File: config.mk
export PLATFORM = sky130hd
export DESIGN_NAME = lfsr_8bit
export DESIGN_NICKNAME = d
export VERILOG_FILES = /design/src/cache_pkg.sv /design/src/lfsr_8bit.sv
export SDC_FILE = /design/constraint.sdc
export NUM_CORES = 1
export LEC_CHECK = 0
export BUFFER_PORTS_ARGS = -buffer_cell sky130_fd_sc_hd__buf_4
export CAP_MARGIN = 25
export CORE_AREA = 2 2 39 41
export CTS_CLUSTER_DIAMETER = 80
export DETAILED_ROUTE_END_ITERATION = 8
export DIE_AREA = 0 0 41 43
export GPL_TIMING_DRIVEN = 0
export MAX_ROUTING_LAYER = met4
export SKIP_CTS_REPAIR_TIMING = 1
export SLEW_MARGIN = 20
export SYNTH_ARGS = -nofsm -noshare
export SYNTH_HDL_FRONTEND = slang
export SYNTH_SLANG_ARGS = --single-unit
File: constraint.sdc
create_clock -name clk -period 2 [get_ports clk]
set_input_delay 0.2 -clock clk [delete_from_list [all_inputs] [get_ports clk]]
set_output_delay 0.2 -clock clk [all_outputs]
set_load 0.02 [all_outputs]
File: src/cache_pkg.sv
`default_nettype none

package cache_pkg;

    localparam int ADDR_W      = 32;
    localparam int BLOCK_BYTES = 8;
    localparam int N_SETS      = 64;
    localparam int OFFSET_W    = $clog2(BLOCK_BYTES);
    localparam int INDEX_W     = $clog2(N_SETS);
    localparam int TAG_W       = ADDR_W - INDEX_W - OFFSET_W;

    localparam logic [7:0] LFSR_SEED = 8'hb4; // any nonzero value

    typedef logic [ADDR_W-1:0]            addr_t;
    typedef logic [31:0]                  word_t;
    typedef logic [8*BLOCK_BYTES-1:0]     block_t;
    typedef logic [TAG_W-1:0]             tag_t;
    typedef logic [INDEX_W-1:0]           index_t;
    typedef logic [OFFSET_W-1:0]          offset_t;
    typedef logic [ADDR_W-OFFSET_W-1:0]   blk_addr_t;
    typedef logic [1:0]                   size_t;
    typedef logic [BLOCK_BYTES-1:0]       strobe_t;

    // access sizes
    localparam size_t SZ_BYTE = 2'd0;
    localparam size_t SZ_HALF = 2'd1;
    localparam size_t SZ_WORD = 2'd2;

    typedef struct packed {
        logic  write;
        size_t size;
        addr_t addr;
        word_t wdata; // already placed in its byte lanes of the word
    } cpu_req_t;

    typedef struct packed {
        word_t rdata;
        logic  hit;   // no refill was needed
    } cpu_resp_t;

    typedef struct packed {
        logic      write;
        blk_addr_t blk_addr;
        block_t    wdata;
    } mem_req_t;

    typedef struct packed {
        logic valid;
        tag_t tag;
    } tag_entry_t;

    typedef enum logic [2:0] {
        IDLE,
        LOOKUP,
        REFILL,
        REFILL_DROP,
        STORE,
        WT_REQ,
        WT_DROP,
        RESP
    } ctrl_state_t;

endpackage

`default_nettype wire
File: src/lfsr_8bit.sv
`timescale 1ns/1ps
`default_nettype none

// x^8 + x^6 + x^5 + x^4 + 1, maximal length
module lfsr_8bit (
    input  logic clk,
    input  logic init,
    input  logic step,
    output logic way_bit
);

    logic [7:0] q;
    logic       feedback;

    assign feedback = q[7] ^ q[5] ^ q[4] ^ q[3];

    always_ff @(posedge clk or posedge init) begin
        if (init) begin
            q <= cache_pkg::LFSR_SEED;
        end else if (step) begin
            q <= {q[6:0], feedback}; // advances only on refills
        end
    end

    assign way_bit = q[0];

endmodule

`default_nettype wire

# Yosys cells after proc, flatten, opt, wreduce, memory -nomap -nowiden
# Index checks and enable logic that the tools add are counted.
# totals
wordCells	4
out_inout_bits	1
register_bits	8
inputBits	3
# op_classes
bitwise	3
# op_table
op	count
XOR 1 bit	3

# Depth between registers and ports, before layout
# logic_depth
word_depth	3
depth_mapped	3
ltp_nobuf	3

# Worst setup path after synthesis
# OpenSTA, ideal clock, no wires.
# synth_timing
path_type	register to register
startpoint	register q[5]
endpoint	register q[0]
required_time_ns	1.873
n_path_buf	0
synth_period_minus_slack_ns	0.967
stages_incl_launch_ff	4
arrival_time_ns	0.840
path_slack_ns	1.033
setup_time_ns	0.127
cell_sequence	dfstp_2 > xnor2_1 > xnor2_1 > a21oi_1
# synth_via
elab_chain_cells	3
# synth_lines
item	line_no	text
start: declaration	lfsr_8bit.sv:12	logic [7:0] q;
start signal: assignment	lfsr_8bit.sv:19	q <= cache_pkg::LFSR_SEED;
start signal: assignment	lfsr_8bit.sv:21	q <= {q[6:0], feedback};
XOR 1 bit (3 in a row)	lfsr_8bit.sv:15	assign feedback = q[7] ^ q[5] ^ q[4] ^ q[3];
# No other way between the ends.
# A chain may end at the register's enable or synchronous reset.

# Final worst setup path
# layout_timing
startpoint	register q[4]
endpoint	register q[0]
# layout_via
elab_chain_cells	2
# layout_lines
item	line_no
XOR 1 bit (2 in a row)	lfsr_8bit.sv:15
# No other way between the ends.

==> impl_metrics.env <==
export IMPL_status="finished clean"
export IMPL_arrival_ns=1.16
export IMPL_start_kind="register"
export IMPL_num_rows=14
export IMPL_yosysSeqAreaShare_pct=62.6
export IMPL_cts_sinks=8
export IMPL_setup_ws_ns=0.964
export IMPL_cts_made_buffers=3
export IMPL_largest_register="q"
export IMPL_synth_seq_cells=8
export IMPL_multiInputGateArea_um2=114
export IMPL_via_count=176
export IMPL_hold_path_class="in -> reg"
export IMPL_setup_viol=0
export IMPL_clock_path_buffers=2
export IMPL_max_freq_ghz=0.966
export IMPL_place_ws_ns=0.972
export IMPL_core_um2=1380
export IMPL_power_density_nw_per_um2=1660
export IMPL_synthTopCellsByArea="dfstp_2 32%, dfrtp_1 31%, mux2_2 24%"
export IMPL_cap_viol_max_count=0
export IMPL_area_growth_synth_to_final_pct=20.6
export IMPL_placed_area_um2=363
export IMPL_post_drt_wl_per_cell_um=10.7
export IMPL_grt_pass1_vias=185
export IMPL_start_util_pct=23.7
export IMPL_rsz0062_at_grt="no"
export IMPL_grt_pass1_wl_um=759
export IMPL_route_detailed_drc=0
export IMPL_clk_pin_slew_ns=0.05
export IMPL_layout_area_seq_um2=205
export IMPL_synth_top_area_share_pct=32.1
export IMPL_largest_reg_flops=8
export IMPL_die_y_um=43
export IMPL_peakVddDrop_mv=0.554
export IMPL_num_antenna_cells=0
export IMPL_final_common_cell="mux2_2"
export IMPL_track_usage_pct=6.90
export IMPL_slew_viol_final=0
export IMPL_period_needed_ns=1.04
export IMPL_drt_antenna_violating_nets=0
export IMPL_grt_max_degree=10
export IMPL_worst_skew_pair_late_latency_ns=0.24
export IMPL_finalWeightedCongestion=0.671
export IMPL_cp_required_ns=2.12
export IMPL_hold_viol=0
export IMPL_drt_wl_total_um=469
export IMPL_design_area_um2=395
export IMPL_netlist_area_um2=328
export IMPL_drt_iter0_drc=1
export IMPL_crit_path_max_fanout=3
export IMPL_n_fill_cell=146
export IMPL_leakage_uw=0.000159
export IMPL_reg_top3="q x8"
export IMPL_cts_max_level=1
export IMPL_cts_root_buf="clkbuf_4"
export IMPL_port_buffers=2
export IMPL_layout_nets=33
export IMPL_grt_ovfl_total=0
export IMPL_post_drt_via_cell_ratio=4.00
export IMPL_synth_largest_area_cell="dfstp_2"
export IMPL_dp_final_hpwl_um=365
export IMPL_fin_skew_ns=0.000349
export IMPL_antenna_found_initial=0
export IMPL_timing_slew_headroom_pct=80.0
export IMPL_drive_gt1_share_pct=60.7
export IMPL_die_area_um2=1760
export IMPL_final_cell_mix="7 x mux2_2, 4 x dfrtp_1, 4 x dfstp_2"
export IMPL_cts_tree="done"
export IMPL_tightestPinTransition_ns=0.300
export IMPL_die_w_um=41
export IMPL_ys_warn_count=0
export IMPL_synth_cells=22
export IMPL_io_pins=4
export IMPL_syn_avg_cell_area_um2=14.9
export IMPL_final_cells=44
export IMPL_tns_ns=0
export IMPL_firstDrtPassIters=2
export IMPL_syn_num_nets=25
export IMPL_final_util_pct=28.6
export IMPL_critPathKind="reg -> reg"
export IMPL_placed_cells=40
export IMPL_synth_distinct_cells=8
export IMPL_period_share_pct=51.8
export IMPL_worstSetupEndpointType="register"
[cell usage after synthesis, drive strengths merged]
cell   instances
nor2           1
dfstp          4
buf            1
mux2           7
inv            1
xnor2          3
dfrtp          4
a21oi          1
[routing by layer]
metal	up-vias	routed length (µm)	track usage [%]
met3	0	32	2.09
met1	88	188	7.43
met5	-	0	-
li1	84	-	-
met4	0	0	6.00
met2	4	248	9.69
[cells by family (layout without fill, tap and decap cells)]
logic type	after synthesis	after routing	share of synthesized area, %
AOI/OAI and AO/OA	1	1	1.53
xor gates and xnor gates	3	3	8.02
buffers and inverters	2	8	2.67
DFF	8	8	62.6
muxes	7	7	24.0
and+or+nand+nor	1	1	1.14
[per-stage QoR]
stage          power (µW)  hold slack (ns)
2_1_floorplan         489           0.0128
3_3_place_gp          532            0.154
3_5_place_dp          547            0.169
4_1_cts               670          -0.0986
5_1_grt               704            0.306
6_report              658            0.278
[worst paths after layout]
| path | end | from | cells past startpoint | slack [ns] |
|---|---|---|---|---|
| worst max-delay path | q[0] | q[4] | 3 | 0.96 |
| worst min-delay path | q[0] | step | 2 | 0.28 |
| worst max register to register | q[0] | q[4] | 3 | 0.96 |
| worst min register to register | q[1] | q[1] | 1 | 0.51 |
| max in group asynchronous | q[5] | init | 3 | 1.26 |
| min in group asynchronous | q[6] | init | 3 | 0.46 |
[critical path: stages, from the launching register on]
cell,delay (ns)
dfstp_2,0.54
xnor2_1,0.13
xnor2_1,0.15
a21oi_1,0.09
[report_power, final]
group | internal, µW | switching [µW] | total, µW | leakage (µW)
Combinational | 129 | 81.9 | 211 | 0.0000585
Clock | 68.2 | 47.7 | 116 | 0.0000138
Sequential | 275 | 55.0 | 330 | 0.0000871
[layout make-up]
class | instances | share of cell area [%]
sequential | 8 | 51.9
multi-input combinational | 12 | 28.8
timing repair buffer | 3 | 6.33
clock buffer | 3 | 5.70
tap | 16 | 5.06
buffer | 1 | 1.27
inverter | 1 | 0.949
Note: power is estimated with default switching activity, not from simulation.
