==> config.mk <==
export PLATFORM = sky130hd
export DESIGN_NAME = tag_array
export DESIGN_NICKNAME = d
export VERILOG_FILES = /design/src/cache_pkg.sv /design/src/tag_array.sv
export SDC_FILE = /design/constraint.sdc
export NUM_CORES = 2
export LEC_CHECK = 0
export BUFFER_PORTS_ARGS = -buffer_cell sky130_fd_sc_hd__buf_2
export CAP_MARGIN = 10
export CORE_ASPECT_RATIO = 1.5
export CORE_MARGIN = 2
export CORE_UTILIZATION = 40
export CTS_BUF_LIST = sky130_fd_sc_hd__clkbuf_4
export DETAILED_ROUTE_END_ITERATION = 10
export SYNTH_ARGS = -nofsm -noshare
export SYNTH_HDL_FRONTEND = slang
export SYNTH_SLANG_ARGS = --single-unit
==> constraint.sdc <==
create_clock -name clk -period 3.7 [get_ports clk]
set_input_delay 0.37 -clock clk [delete_from_list [all_inputs] [get_ports clk]]
set_output_delay 0.37 -clock clk [all_outputs]
set_load 0.02 [all_outputs]
==> src/cache_pkg.sv <==
`default_nettype none

package cache_pkg;

    localparam int ADDR_W      = 32;
    localparam int BLOCK_BYTES = 8;
    localparam int N_SETS      = 64;
    localparam int OFFSET_W    = $clog2(BLOCK_BYTES);
    localparam int INDEX_W     = $clog2(N_SETS);
    localparam int TAG_W       = ADDR_W - INDEX_W - OFFSET_W;

    localparam logic [7:0] LFSR_SEED = 8'hb4; // any nonzero value

    typedef logic [ADDR_W-1:0]            addr_t;
    typedef logic [31:0]                  word_t;
    typedef logic [8*BLOCK_BYTES-1:0]     block_t;
    typedef logic [TAG_W-1:0]             tag_t;
    typedef logic [INDEX_W-1:0]           index_t;
    typedef logic [OFFSET_W-1:0]          offset_t;
    typedef logic [ADDR_W-OFFSET_W-1:0]   blk_addr_t;
    typedef logic [1:0]                   size_t;
    typedef logic [BLOCK_BYTES-1:0]       strobe_t;

    // access sizes
    localparam size_t SZ_BYTE = 2'd0;
    localparam size_t SZ_HALF = 2'd1;
    localparam size_t SZ_WORD = 2'd2;

    typedef struct packed {
        logic  write;
        size_t size;
        addr_t addr;
        word_t wdata; // already placed in its byte lanes of the word
    } cpu_req_t;

    typedef struct packed {
        word_t rdata;
        logic  hit;   // no refill was needed
    } cpu_resp_t;

    typedef struct packed {
        logic      write;
        blk_addr_t blk_addr;
        block_t    wdata;
    } mem_req_t;

    typedef struct packed {
        logic valid;
        tag_t tag;
    } tag_entry_t;

    typedef enum logic [2:0] {
        IDLE,
        LOOKUP,
        REFILL,
        REFILL_DROP,
        STORE,
        WT_REQ,
        WT_DROP,
        RESP
    } ctrl_state_t;

endpackage

`default_nettype wire
==> src/tag_array.sv <==
`timescale 1ns/1ps
`default_nettype none

module tag_array (
    input  logic                  clk,
    input  logic                  init,
    input  cache_pkg::index_t     index,
    input  logic [1:0]            we,     // one bit per way
    input  cache_pkg::tag_entry_t wentry,
    output cache_pkg::tag_entry_t rentry0,
    output cache_pkg::tag_entry_t rentry1
);

    logic [cache_pkg::N_SETS-1:0] valid0;
    logic [cache_pkg::N_SETS-1:0] valid1;
    cache_pkg::tag_t              tags0 [cache_pkg::N_SETS];
    cache_pkg::tag_t              tags1 [cache_pkg::N_SETS];

    // valid bits come up cleared
    always_ff @(posedge clk or posedge init) begin
        if (init) begin
            valid0 <= '0;
            valid1 <= '0;
        end else begin
            if (we[0]) valid0[index] <= wentry.valid;
            if (we[1]) valid1[index] <= wentry.valid;
        end
    end

    always_ff @(posedge clk) begin
        if (we[0]) tags0[index] <= wentry.tag;
        if (we[1]) tags1[index] <= wentry.tag;
        // registered read, returns the old entry on a same-cycle write
        rentry0 <= '{valid: valid0[index], tag: tags0[index]};
        rentry1 <= '{valid: valid1[index], tag: tags1[index]};
    end

endmodule

`default_nettype wire

[Word level (Yosys, flattened, before mapping)]
Memories as Yosys holds them, arrays and structs flattened. A register that Yosys moved wholly into a read port is not among the register bits.
Index checks and enable logic that the tools add are counted.
Cells by class
  mux-type cells: 12
  reduce and logical (&&, ||, !) cells: 1
  $lt $le $gt $ge: 2
Operator list (number)
  64-bit bitwise mux: 2
  1-bit binary-select mux with 6-bit select: 2
  6-bit by 7-bit less-than comparator with 1-bit output (second input constant): 1
  1-bit two-way mux: 7
  1-bit demux with 6-bit select: 1
  6-bit by 1-bit >= comparator with 1-bit output (second input constant): 1
  1-bit logical AND: 1
Storage, ports and cells
  word-level logic and storage cells: 21
  output and inout port bits: 48
  input bits: 34
  register bits after elaboration: 130
  RAM bits: 2944
  memories kept: 2
Memory list
  tags0: depth 64, bits a word 23, rd ports 1, clocked after memory_dff 1, wr ports 1, RTL line tag_array.sv:16  | cache_pkg::tag_t tags0 [cache_pkg::N_SETS];
  tags1: depth 64, bits a word 23, rd ports 1, clocked after memory_dff 1, wr ports 1, RTL line tag_array.sv:17  | cache_pkg::tag_t tags1 [cache_pkg::N_SETS];

[Longest topological paths before layout]
  word-level depth: 5
  gate-level depth with buffers: 10
  mapped depth without buffers: 5

[Worst setup path before layout]
OpenSTA, ideal clock, no wires.
  path type: input to register
  start point: in index[1]
  end point: reg valid0[20] (netlist name)
  setup slack: 725 ps
  stages on the path: 7
  arrival time: 2850 ps
  data required time: 3575 ps
  path through: buf_4 buf_4 nor3b_2 buf_4 nand2_2 nor2_1 mux2_2
Between the ends
  cells in the longest elaborated chain, start to end: 5
RTL lines
  start, declared: RTL line tag_array.sv:7  | input cache_pkg::index_t index,
  6-bit by 7-bit less-than comparator with 1-bit output (implied by the code) / 6-bit by 1-bit >= comparator with 1-bit output (equally long branches): RTL line tag_array.sv:25  | if (we[0]) valid0[index] <= wentry.valid;
  1-bit logical AND (implied by the code): RTL line tag_array.sv:25
  1-bit two-way mux (implied by the code): RTL line tag_array.sv:25
  1-bit demux with 6-bit select *: RTL line tag_array.sv:25
  64-bit bitwise mux *: RTL line tag_array.sv:25
  end signal, assigned by index: RTL line tag_array.sv:25
  end, declared: RTL line tag_array.sv:14  | logic [cache_pkg::N_SETS-1:0] valid0;
Every way passes the cells marked *; elsewhere a longest branch is shown, timed or not.
A chain may end at the register's enable or synchronous reset.

==> results.cfg <==
[cells_and_area]
nNetsFinal = 7889
layout_commonest_cell = edfxtp_1
drive_gt1_frac = 0.278
stdcell_count = 12400
final_cell_mix = edfxtp_1, clkbuf_4, mux2i_1
final_util = 0.462
area_growth_pct = 14.9
fin_area_sq_mm = 0.141

[global_route]
antenna_found_initial = 32
grt_max_degree = 129
gr-usage-all-layers = 0.237
grt_first_pass_wirelength_mm = 531
grt_pass1_vias = 73300
grt_overflow = 0

[setup_path]
reg2regPathDepth = 6
r2r_start = tags0[31][15]$_DFFE_PP_
crit_end = rentry0[6]$_DFF_P_
crit_type = in -> reg
critPathMaxFanout = 29
end_kind = flop
reg2reg_slack_ps = 1350
cp-startpoint = index[1]
crit_path_start_kind = input pin
required_ps = 4840
r2r-end = rentry0[15]$_DFF_P_
critical_path_arrival_ps = 4080

[synthesis]
syn_area_sq_mm = 0.122
ys.warnings.count = 0
yosys-top-cells-area = edfxtp_1, mux2i_1, mux4_2
synth_cells = 7052
seq_area_frac_synth = 0.756
async_flop_share = 0.0410
synth_top_area_frac = 0.722
synth_ff_type = edfxtp_1
synth_edf_count = 2944
syn-num-nets = 7086
ys_seq_elements = 3120
ys_types = 64
synth_top_cell_by_area = edfxtp_1
synth_area_per_cell_sq_um = 17.4

[cts]
cts_tree = yes
cts_resized = 0
post-cts-setup-buffers = 0
clk_pin_slew_ps = 70
cts.path.max_buffers = 4
h-tree-depth = 6
insertion_delay_ps = 1390
cts-root-buf = clkbuf_4
hold_buffers = 47
numCtsBuffers = 715
cts_sinks = 3120

[floorplan]
core_region_area_sq_mm = 0.304
dieWidth_um = 456
start_util = 0.402
die_h_um = 682
die_area_sq_mm = 0.311
pin_count = 82
rows = 248

[route]
dr.pass1.iters = 6
dr_wl_met3_mm = 24.4
vias = 72500
viasPerCell = 5.84
wl_mm = 378
top_layer = met5
drc = 0
ant_nets = 0
drtIter0Drc = 7337
route.met2.wl_mm = 195
wl_met1_mm = 134
wire_per_inst_um = 30.4

[placed_design]
place_congestion = 0.882
dpl-instance-area_sq_mm = 0.131
io_buffers = 81
place_ws_ps = 105
dp.cells = 11100
dp.final_hpwl_mm = 231

[worst_hold_path]
hold_path.class = in -> reg

[timing]
finalSetupTns_ps = 0
setup_slack_ps = 756
slew_violations = 0
min_period_over_period = 0.796
finalSetupViolCount = 0
fin_hold_ws_ps = 105
relSlewSlack = 0.136
fin_crit_ps = 2940
tightest_slew_ps = 1280
skew_ps = 142
final_hold_viol_count = 0
clock.fmax_ghz = 0.340
rsz0062_at_grt = false

[pwr]
ir_drop_uv = 235
swShare = 0.236
seqPwrFrac = 0.551
p_per_area_mw_per_mm2 = 509
combPwrFrac = 0.066
pwr-share-clk = 0.384
power_switching_mw = 16.9
power.total_mw = 71.6
leakage_nw = 47.4
p_int_mw = 54.7

[outcome]
status = completed

[run]
cap_violations = 0
[cells in the mapped netlist, types with 42 or more instances]
| library cell | number |
|---|---|
| edfxtp_1 | 2944 |
| mux2i_1 | 424 |
| a22oi_1 | 357 |
| nand2_1 | 262 |
| clkbuf_1 | 258 |
| mux2_2 | 231 |
| o21ai_0 | 229 |
| a21oi_1 | 193 |
| o22ai_1 | 185 |
| nor2_1 | 178 |
| mux4_2 | 174 |
| nand2b_1 | 174 |
| a221oi_1 | 171 |
| buf_2 | 171 |
| dfrtp_1 | 128 |
| and3_1 | 127 |
| nor3b_1 | 125 |
| and3b_1 | 85 |
| a211oi_1 | 48 |
| dfxtp_1 | 48 |
| nand4_1 | 48 |
| o22a_1 | 45 |
| a221o_1 | 42 |
| nor4_1 | 42 |
[worst min-delay path by stage]
stage / startpoint / to / slack (ps) / cells past startpoint
floorplan: valid0[34]$_DFFE_PP0P_ / valid0[34]$_DFFE_PP0P_ / 450 / 1
global placement: valid1[32]$_DFFE_PP0P_ / valid1[32]$_DFFE_PP0P_ / 470 / 1
detailed placement: valid0[34]$_DFFE_PP0P_ / valid0[34]$_DFFE_PP0P_ / 470 / 1
CTS: wentry[11] / tags0[33][11]$_DFFE_PP_ / 6 / 2
global route: wentry[12] / tags1[4][12]$_DFFE_PP_ / 70 / 2
finish: wentry[10] / tags1[7][10]$_DFFE_PP_ / 110 / 2
[critical path, cell delays in order]
cell           delay, ps
dlygate4sd3_1        570
buf_8                210
buf_4                250
nand2_4              430
buf_4                450
buf_4                230
o22ai_1              100
a31o_2               220
o21ai_0              980
nand4_1              170
[area by class of cell]
type / instances / area (sq um)
fill: 26100 / 164000
sequential: 3120 / 92600
multi-input combinational: 3404 / 27800
clock buffer: 1091 / 8190
timing repair buffer: 610 / 6060
tap: 4000 / 5000
clock inverter: 182 / 1010
antenna: 14 / 35.0
inverter: 4 / 30.0
[power groups by stage]
stage / registers [mW] / logic, mW / clock network [mW]
2_1_floorplan: 40.1 / 2.21 / 0
3_3_place_gp: 40.2 / 4.56 / 0
3_5_place_dp: 40.2 / 4.63 / 0
4_1_cts: 39.4 / 4.70 / 28.0
5_1_grt: 39.4 / 4.89 / 29.6
6_report: 39.4 / 4.70 / 27.5
[flip-flops by register name (all words and copies together), names as in the netlist]
signal / flops
tags0: 1472
tags1: 1472
valid0: 64
valid1: 64
rentry0: 24
rentry1: 24
[per-layer routing]
layer  global-route usage  vias to the layer above
met5                    0                        -
met4                0.145                       12
met3               0.0349                      816
met2                0.421                     3370
met1                0.271                    37600
li1                     -                    30700
[logic make-up after synthesis]
| group | after synthesis | synth area share |
|---|---|---|
| compound gates | 1455 | 0.0829 |
| mux | 833 | 0.0883 |
| simple gates | 1116 | 0.0518 |
| buf+inv | 528 | 0.0207 |
| flops | 3120 | 0.756 |
(Power assumes the default switching activity.)
