==> src/cache_pkg.sv <==
`default_nettype none

package cache_pkg;

    localparam int ADDR_W      = 32;
    localparam int BLOCK_BYTES = 8;
    localparam int N_SETS      = 64;
    localparam int OFFSET_W    = $clog2(BLOCK_BYTES);
    localparam int INDEX_W     = $clog2(N_SETS);
    localparam int TAG_W       = ADDR_W - INDEX_W - OFFSET_W;

    localparam logic [7:0] LFSR_SEED = 8'hb4; // any nonzero value

    typedef logic [ADDR_W-1:0]            addr_t;
    typedef logic [31:0]                  word_t;
    typedef logic [8*BLOCK_BYTES-1:0]     block_t;
    typedef logic [TAG_W-1:0]             tag_t;
    typedef logic [INDEX_W-1:0]           index_t;
    typedef logic [OFFSET_W-1:0]          offset_t;
    typedef logic [ADDR_W-OFFSET_W-1:0]   blk_addr_t;
    typedef logic [1:0]                   size_t;
    typedef logic [BLOCK_BYTES-1:0]       strobe_t;

    // access sizes
    localparam size_t SZ_BYTE = 2'd0;
    localparam size_t SZ_HALF = 2'd1;
    localparam size_t SZ_WORD = 2'd2;

    typedef struct packed {
        logic  write;
        size_t size;
        addr_t addr;
        word_t wdata; // already placed in its byte lanes of the word
    } cpu_req_t;

    typedef struct packed {
        word_t rdata;
        logic  hit;   // no refill was needed
    } cpu_resp_t;

    typedef struct packed {
        logic      write;
        blk_addr_t blk_addr;
        block_t    wdata;
    } mem_req_t;

    typedef struct packed {
        logic valid;
        tag_t tag;
    } tag_entry_t;

    typedef enum logic [2:0] {
        IDLE,
        LOOKUP,
        REFILL,
        REFILL_DROP,
        STORE,
        WT_REQ,
        WT_DROP,
        RESP
    } ctrl_state_t;

endpackage

`default_nettype wire
==> src/cache_ctrl.sv <==
`timescale 1ns/1ps
`default_nettype none

module cache_ctrl (
    input  logic                  clk,
    input  logic                  init,
    input  logic                  cpu_req_valid,
    input  cache_pkg::cpu_req_t   cpu_req,
    output logic                  cpu_ack,
    output cache_pkg::cpu_resp_t  cpu_resp,
    output logic                  mem_req_valid,
    output cache_pkg::mem_req_t   mem_req,
    input  logic                  mem_ack,
    input  cache_pkg::block_t     mem_rdata,
    output cache_pkg::index_t     tag_index,
    output logic [1:0]            tag_we,
    output cache_pkg::tag_entry_t tag_wentry,
    input  cache_pkg::tag_entry_t tag_rentry0,
    input  cache_pkg::tag_entry_t tag_rentry1,
    output logic                  data_way,
    output cache_pkg::strobe_t    data_strobe,
    output cache_pkg::block_t     data_wdata,
    input  cache_pkg::block_t     data_rdata0,
    input  cache_pkg::block_t     data_rdata1,
    output logic                  lfsr_step,
    input  logic                  way_bit
);

    cache_pkg::ctrl_state_t state;
    cache_pkg::cpu_req_t    req_q;
    logic                   missed; // first lookup of this request missed
    logic                   victim;
    logic                   victim_way;
    cache_pkg::tag_t        req_tag;
    cache_pkg::index_t      req_index;
    cache_pkg::offset_t     req_offset;
    logic                   hit0;
    logic                   hit1;
    logic                   hit;
    logic                   refill_done;
    cache_pkg::block_t      hit_block;
    cache_pkg::block_t      store_block;
    cache_pkg::block_t      merged;
    cache_pkg::word_t       hit_word;
    cache_pkg::word_t       shifted;
    cache_pkg::word_t       load_word;
    cache_pkg::strobe_t     store_strobe;

    assign {req_tag, req_index, req_offset} = req_q.addr;

    assign hit0 = tag_rentry0.valid && (tag_rentry0.tag == req_tag);
    assign hit1 = tag_rentry1.valid && (tag_rentry1.tag == req_tag);
    assign hit  = hit0 | hit1;

    // invalid way first, way 0 before way 1
    assign victim_way = !tag_rentry0.valid ? 1'b0 :
                        !tag_rentry1.valid ? 1'b1 : way_bit;

    assign hit_block   = hit1 ? data_rdata1 : data_rdata0;
    assign hit_word    = req_offset[2] ? hit_block[63:32] : hit_block[31:0];
    assign shifted     = hit_word >> {req_offset[1:0], 3'b000};
    assign store_block = {2{req_q.wdata}}; // data sits in its lanes, same in both halves

    always_comb begin
        case (req_q.size)
            cache_pkg::SZ_BYTE: load_word = {24'b0, shifted[7:0]};
            cache_pkg::SZ_HALF: load_word = {16'b0, shifted[15:0]};
            default:            load_word = shifted;
        endcase
    end

    always_comb begin
        case (req_q.size)
            cache_pkg::SZ_BYTE: store_strobe = cache_pkg::strobe_t'(8'h01) << req_offset;
            cache_pkg::SZ_HALF: store_strobe = cache_pkg::strobe_t'(8'h03) << req_offset;
            default:            store_strobe = cache_pkg::strobe_t'(8'h0f) << req_offset;
        endcase
    end

    // updated block for the write-through
    always_comb begin
        for (int b = 0; b < cache_pkg::BLOCK_BYTES; b++) begin
            merged[8*b +: 8] = store_strobe[b] ? store_block[8*b +: 8] : hit_block[8*b +: 8];
        end
    end

    assign refill_done = (state == cache_pkg::REFILL) && mem_ack;

    // arrays read straight from the request while idle
    assign tag_index  = (state == cache_pkg::IDLE) ?
                        cpu_req.addr[cache_pkg::OFFSET_W +: cache_pkg::INDEX_W] : req_index;
    assign tag_we     = refill_done ? (victim ? 2'b10 : 2'b01) : 2'b00;
    assign tag_wentry = '{valid: 1'b1, tag: req_tag};

    assign data_way    = (state == cache_pkg::STORE) ? hit1 : victim;
    assign data_strobe = refill_done                 ? '1 :
                         (state == cache_pkg::STORE) ? store_strobe : '0;
    assign data_wdata  = (state == cache_pkg::STORE) ? store_block : mem_rdata;
    assign lfsr_step   = refill_done;

    assign mem_req_valid = (state == cache_pkg::REFILL) || (state == cache_pkg::WT_REQ);

    always_ff @(posedge clk or posedge init) begin
        if (init) begin
            state   <= cache_pkg::IDLE;
            cpu_ack <= 1'b0;
            missed  <= 1'b0;
        end else begin
            case (state)
                cache_pkg::IDLE: begin
                    if (cpu_req_valid) begin
                        missed <= 1'b0;
                        state  <= cache_pkg::LOOKUP;
                    end
                end
                cache_pkg::LOOKUP: begin
                    if (!hit) begin
                        missed <= 1'b1;
                        state  <= cache_pkg::REFILL;
                    end else if (req_q.write) begin
                        state <= cache_pkg::STORE;
                    end else begin
                        state <= cache_pkg::RESP;
                    end
                end
                cache_pkg::REFILL:      if (mem_ack) state <= cache_pkg::REFILL_DROP;
                cache_pkg::REFILL_DROP: if (!mem_ack) state <= cache_pkg::LOOKUP; // re-read the set
                cache_pkg::STORE:       state <= cache_pkg::WT_REQ;
                cache_pkg::WT_REQ:      if (mem_ack) state <= cache_pkg::WT_DROP;
                cache_pkg::WT_DROP:     if (!mem_ack) state <= cache_pkg::RESP;
                cache_pkg::RESP: begin
                    if (!cpu_ack) begin
                        cpu_ack <= 1'b1;
                    end else if (!cpu_req_valid) begin
                        cpu_ack <= 1'b0;
                        state   <= cache_pkg::IDLE;
                    end
                end
                default: state <= cache_pkg::IDLE;
            endcase
        end
    end

    always_ff @(posedge clk) begin
        if (state == cache_pkg::IDLE && cpu_req_valid) begin
            req_q <= cpu_req;
        end
        if (state == cache_pkg::LOOKUP) begin
            victim   <= victim_way;
            cpu_resp <= '{rdata: req_q.write ? '0 : load_word, hit: !missed};
            if (!hit) begin
                mem_req <= '{write: 1'b0, blk_addr: {req_tag, req_index}, wdata: '0};
            end
        end
        if (state == cache_pkg::STORE) begin
            mem_req <= '{write: 1'b1, blk_addr: {req_tag, req_index}, wdata: merged};
        end
    end

endmodule

`default_nettype wire

==> config.mk <==
export PLATFORM = sky130hd
export DESIGN_NAME = cache_ctrl
export DESIGN_NICKNAME = d
export VERILOG_FILES = /design/src/cache_pkg.sv /design/src/cache_ctrl.sv
export SDC_FILE = /design/constraint.sdc
export NUM_CORES = 1
export LEC_CHECK = 0
export ABC_AREA = 1
export BUFFER_PORTS_ARGS = -buffer_cell sky130_fd_sc_hd__buf_2
export CORE_AREA = 2 2 210 212
export DETAILED_ROUTE_END_ITERATION = 10
export DIE_AREA = 0 0 212 214
export HOLD_SLACK_MARGIN = 0.08
export SYNTH_ARGS = -nofsm -noshare
export SYNTH_HDL_FRONTEND = slang
export SYNTH_SLANG_ARGS = --single-unit
==> constraint.sdc <==
create_clock -name clk -period 6.4 [get_ports clk]
set_clock_uncertainty 0.05 [all_clocks]
set_input_delay 1.28 -clock clk [delete_from_list [all_inputs] [get_ports clk]]
set_output_delay 1.28 -clock clk [all_outputs]
set_load 0.05 [all_outputs]
# ---- Yosys cells after proc, flatten, opt, wreduce, memory -nomap -nowiden
# Index checks and enable logic that the tools add are counted.
dict set report totals {
  n_memories 0
  inputBits 312
  out_inout_bits 235
  latchBits 0
  mem_bits_rw 0
  word_cells 90
  romBits 0
  register_bits 200
}
dict set report classes {
  n_shift 4
  bitwise 2
  n_addsub 0
  div_mod_pow 0
  reduce_logical 14
  muxes 38
  mul 0
  eq_ne 19
  order_cmp 0
}
# cell count
set ops {}
lappend ops {{93-bit two-way mux} 3}
lappend ops {{64-bit two-way mux} 2}
lappend ops {{8-bit two-way mux} 10}
lappend ops {{32-bit case mux with 2 select lines} 1}
lappend ops {{23-bit equality test} 2}
lappend ops {{32-bit two-way mux} 1}
lappend ops {{32-bit by 5-bit right shift with 32-bit output} 1}
lappend ops {{3-bit two-way mux} 8}
lappend ops {{3-bit case mux with 8 select lines} 1}
lappend ops {{2-bit inequality test, second input constant} 8}
lappend ops {{8-bit case mux with 2 select lines} 1}
lappend ops {{3-bit equality test, second input constant} 4}
lappend ops {{1-bit by 3-bit left shift with 8-bit output, first input constant} 1}
lappend ops {{2-bit by 3-bit left shift with 8-bit output, first input constant} 1}
lappend ops {{4-bit by 3-bit left shift with 8-bit output, first input constant} 1}
lappend ops {{7-bit AND reduction} 1}
lappend ops {{3-bit by 2-bit equality test with 1-bit output, second input constant} 2}
lappend ops {{1-bit two-way mux} 6}
lappend ops {{2-bit two-way mux} 3}
lappend ops {{6-bit two-way mux} 1}
lappend ops {{1-bit logical AND} 4}
lappend ops {{2-bit AND reduction} 2}
lappend ops {{2-bit nonzero test} 2}
lappend ops {{3-bit by 1-bit equality test with 1-bit output, second input constant} 1}
lappend ops {{10 further kinds} 10}

# ---- Logic depth before layout (Yosys ltp)
dict set report depth {
  ltp_word 6
  ltp_mapped 15
  mapped_depth_nobuf 15
}

# ---- Worst setup path before layout
# No wires, ideal clock.
dict set report synth_timing {
  kind {register to register}
  start {register state[0]}
  end {register mem_req[0] (netlist name), enable pin}
  path_stages_with_launch 7
  setup_slack_ps 1475
  t_arrival_ps 4420
  setup_time_ps 455
  required_time_ps 5895
  n_path_buf 0
  cell_sequence {dfrtp_1 > inv_1 > nor2_1 > inv_1 > nor2_1 > nand3_1 > nand2_1}
}
dict set report synth_between {
  elab_chain_len 3
}
# element line
set synth_rtl {}
lappend synth_rtl {{start, declared} cache_ctrl.sv:29} ;# cache_pkg::ctrl_state_t state;
lappend synth_rtl {{start signal, assigned} cache_ctrl.sv:105} ;# state <= cache_pkg::IDLE;
lappend synth_rtl {{start signal, assigned} cache_ctrl.sv:113} ;# state <= cache_pkg::LOOKUP;
lappend synth_rtl {{start signal, assigned} cache_ctrl.sv:119} ;# state <= cache_pkg::REFILL;
lappend synth_rtl {{3-bit equality test / 3-bit by 1-bit equality test with 1-bit output (equally long branches)} {cache_ctrl.sv:155, cache_ctrl.sv:148}}
lappend synth_rtl {{2-bit by 1-bit inequality test with 1-bit output (no line) / 2-bit nonzero test (equally long branches)} --}
lappend synth_rtl {{2-bit AND reduction (no line) (*)} --}
lappend synth_rtl {{end signal, assigned} cache_ctrl.sv:152} ;# mem_req <= '{write: 1'b0, blk_addr: {req_tag, req_index}, wdata: '0};
lappend synth_rtl {{end signal, assigned} cache_ctrl.sv:156} ;# mem_req <= '{write: 1'b1, blk_addr: {req_tag, req_index}, wdata: merged};
lappend synth_rtl {{end, declared} cache_ctrl.sv:12} ;# output cache_pkg::mem_req_t mem_req,
# Every way passes the cells marked *; elsewhere a longest branch is shown, timed or not.
# A chain may end at the register's enable or synchronous reset.

# ---- Worst setup path after layout
dict set report layout_timing {
  start {input tag_rentry1[1] (netlist name)}
  end {output data_way}
}
dict set report layout_between {
  elab_chain_len 3
}
# element line
set layout_rtl {}
lappend layout_rtl {{start, declared} cache_ctrl.sv:19} ;# input cache_pkg::tag_entry_t tag_rentry1,
lappend layout_rtl {{23-bit equality test} cache_ctrl.sv:52} ;# assign hit1 = tag_rentry1.valid && (tag_rentry1.tag == req_tag);
lappend layout_rtl {{1-bit logical AND} cache_ctrl.sv:52}
lappend layout_rtl {{1-bit two-way mux} cache_ctrl.sv:95} ;# assign data_way = (state == cache_pkg::STORE) ? hit1 : victim;
lappend layout_rtl {{end, declared} cache_ctrl.sv:20} ;# output logic data_way,
# Every way passes these cells.

==> results.cfg <==
[yosys]
synth_compound_area_share_pct = 7.00
synthArstFlopShare_pct = 2.50
synth_top_cell_by_area = edfxtp_1
synth_top_family_by_area = simple AND/OR/NAND/NOR gates
ys_seq_area_share_pct = 50.0
synthMuxAreaShare_pct = 0
synth_edf_count = 194
synthCells = 1507
syn_avg_cell_area_um2 = 7.92
synth.area.top_cells = edfxtp_1, nand2_1, inv_1, nand3_1, nand4_1
ys_ff_latch = 200
synth-adder-area-share_pct = 0
synth_top_cell_area_share_pct = 48.8
synth_area_um2 = 11900
yosys.cell_types.count = 38
synthXorXnorAreaFrac_pct = 0.367
yosysWarnings = 0
syn-num-nets = 1819
synth-main-ff-cell = edfxtp_1
synth_commonest_cells = nand2_1, inv_1, edfxtp_1
synth_most_common_cell = nand2_1
synth-simple-area-share_pct = 29.9

[grt]
grt_max_degree = 83
first_global_vias = 11900
grt_antenna_before_repair = 10
grt-ovfl-total = 0
grt_pass1_wl_mm = 78.5
grt_usage_pct = 24.1

[timing]
finalHoldViolCount = 0
max_freq_mhz = 215
finalSetupViolCount = 0
tns_ps = 0
min_period_ps = 4660
tightest_slew_ps = 991
rsz0062_at_grt = false
setup_ws_ps = 1740
relSlewSlack_pct = 33.9
drv_slew = 0
fin_crit_sh_pct = 72.8
whs_ps = 405

[floorplanning]
die-area_um2 = 45400
die-height_um = 214
die_width_um = 212
core-area_um2 = 42900
initial_core_util_pct = 27.8
rows = 76
ioPinCount = 547

[detailed_routing]
num_vias = 12200
ant_nets = 0
viasPerCell = 4.69
drt_first_pass_iters = 6
wl_per_cell_um = 21.1
drc = 0
drt-total-wl_mm = 55.1
first_iter_violations = 1041

[pwr]
vdd_drop_max_mv = 0.289
power.density_nw_per_um2 = 368
total_power_uw = 5760
p_leak_uw = 0.00860

[place]
post-place-ws_ps = 1780
dp_hpwl_mm = 43.5
io_buffer_count = 545
gp_congestion = 0.919

[worst_setup_path]
critPathKind = in2out
crit_start = tag_rentry1[1]
end_kind = output port
worstPathArrival_ps = 3330
critPathMaxStageDelay_ps = 510
crit_family = simple AND/OR/NAND/NOR gates
slowest_stage = nand3_2
cp_common_cell = nand2_1
cp_max_fo = 23
startpoint_type = input pin
r2r-start = tag_wentry[9]
crit_chain = buf_2 -> inv_1 -> nand2_1 -> nand2_1 -> nor2_1 -> nand2_1 -> nor2_2 -> buf_4 -> nand3_2 -> o21ai_0 -> buf_2
cp_num_buf_inv = 4
crit_required_ps = 5070

[clock_tree]
insertion_delay_ps = 500
cts.sinks = 200
max-clock-path-buffers = 2
cts-root-buf = clkbuf_16
ctsHoldBuffers = 0
tritoncts = yes
post_cts_buffers = 0
clkTransAtPathRegs_ps = 80
htreeDepth = 4
cts_buffers = 17
cts_resized = 0

[cells_and_area]
syn2layout_area_growth_pct = 31.3
final_nets = 2311
fin_util_pct = 36.6
drive_gt1_share_pct = 33.6
fill_cells = 4554

[min_path]
hp-start = req_index[2]
min_path_type = reg2reg

[job]
max-cap-violations = 0

[outcome]
outcome = finished clean
## logic make-up after synthesis
logic type / after synthesis
AND/OR/NAND/NOR: 803
buffers and inverters: 365
flip-flops: 200
AO/OA/AOI/OAI: 133
XOR/XNOR: 5
other: 1
## report_power, final
part | internal [uW] | switching [uW] | total (uW)
Combinational | 460 | 2060 | 2510
Sequential | 1910 | 189 | 2090
Clock | 583 | 571 | 1150
Total | 2950 | 2820 | 5760
## cell type report
| class | instances | area (um^2) | area share [%] |
|---|---|---|---|
| Timing Repair Buffer | 557 | 2820 | 18.0 |
| Sequential cell | 200 | 5970 | 38.1 |
| Tap cell | 585 | 732 | 4.67 |
| Antenna cell | 8 | 20.0 | 0.128 |
| Inverter | 281 | 1060 | 6.74 |
| Multi-Input combinational cell | 942 | 4480 | 28.6 |
| Clock buffer | 17 | 425 | 2.71 |
| Clock inverter | 15 | 171 | 1.09 |
## worst register-to-register path, delay by kind of cell (launching register included)
kind          cells  cell delay, ps
simple gates      8            1930
buf+inv           3             910
flops             1             520
## metrics by stage
stage,instance area (um^2),instances
6_report,15700,2605
5_1_grt,15700,2601
4_1_cts,15700,2597
3_5_place_dp,15100,2565
3_3_place_gp,15100,2565
2_1_floorplan,11900,1507
## registers in the layout, indices dropped and copies added (netlist names)
register	flops
mem_req	94
req_q	35
cpu_resp	33
tag_wentry	23
req_index	6
req_offset	3
state	3
cpu_ack	1
missed	1
victim	1
## layer usage
| metal | up-vias | part of all wire, % | GRT usage [%] |
|---|---|---|---|
| met5 | - | 0.031 | 0 |
| met4 | 2 | 2.0 | 7.00 |
| met3 | 56 | 5.7 | 4.43 |
| met2 | 531 | 48 | 40.0 |
| met1 | 5780 | 44 | 31.9 |
| li1 | 5850 | - | - |
## cell usage in the layout, fill, tap and decap left out, types with 3 or more instances in the layout
master      synthesis  layout
a21oi_1            36      36
a21oi_2             4       4
and2_1              5       5
buf_2              22     545
buf_4              25      12
clkbuf_16           0      17
clkinv_1            4       5
clkinv_4            0       3
clkinvlp_4          0       3
dfrtp_1             5       5
diode_2             0       8
edfxtp_1          194     194
inv_1             248     248
inv_2              29      28
inv_6               0       3
nand2_1           508     507
nand2_2            21      21
nand3_1           105     105
nand3_2            15      15
nand4_1            69      69
nor2_1             66      61
nor2_2              5       8
nor2_4              1       3
nor2_8              3       3
o211ai_1           47      47
o21ai_0            32      32
o22ai_1             7       7
xor2_1              3       3
## path summary, 6_finish.rpt
path	end	slack [ps]	cells after the start
min	mem_req[66]	400	0
max	data_way	1740	11
max in group asynchronous	missed	5500	2
min in group asynchronous	cpu_ack	620	2
min reg2reg	mem_req[66]	400	0
max reg2reg	mem_req[57]	2650	11
Power figures use the tool's default switching activity.
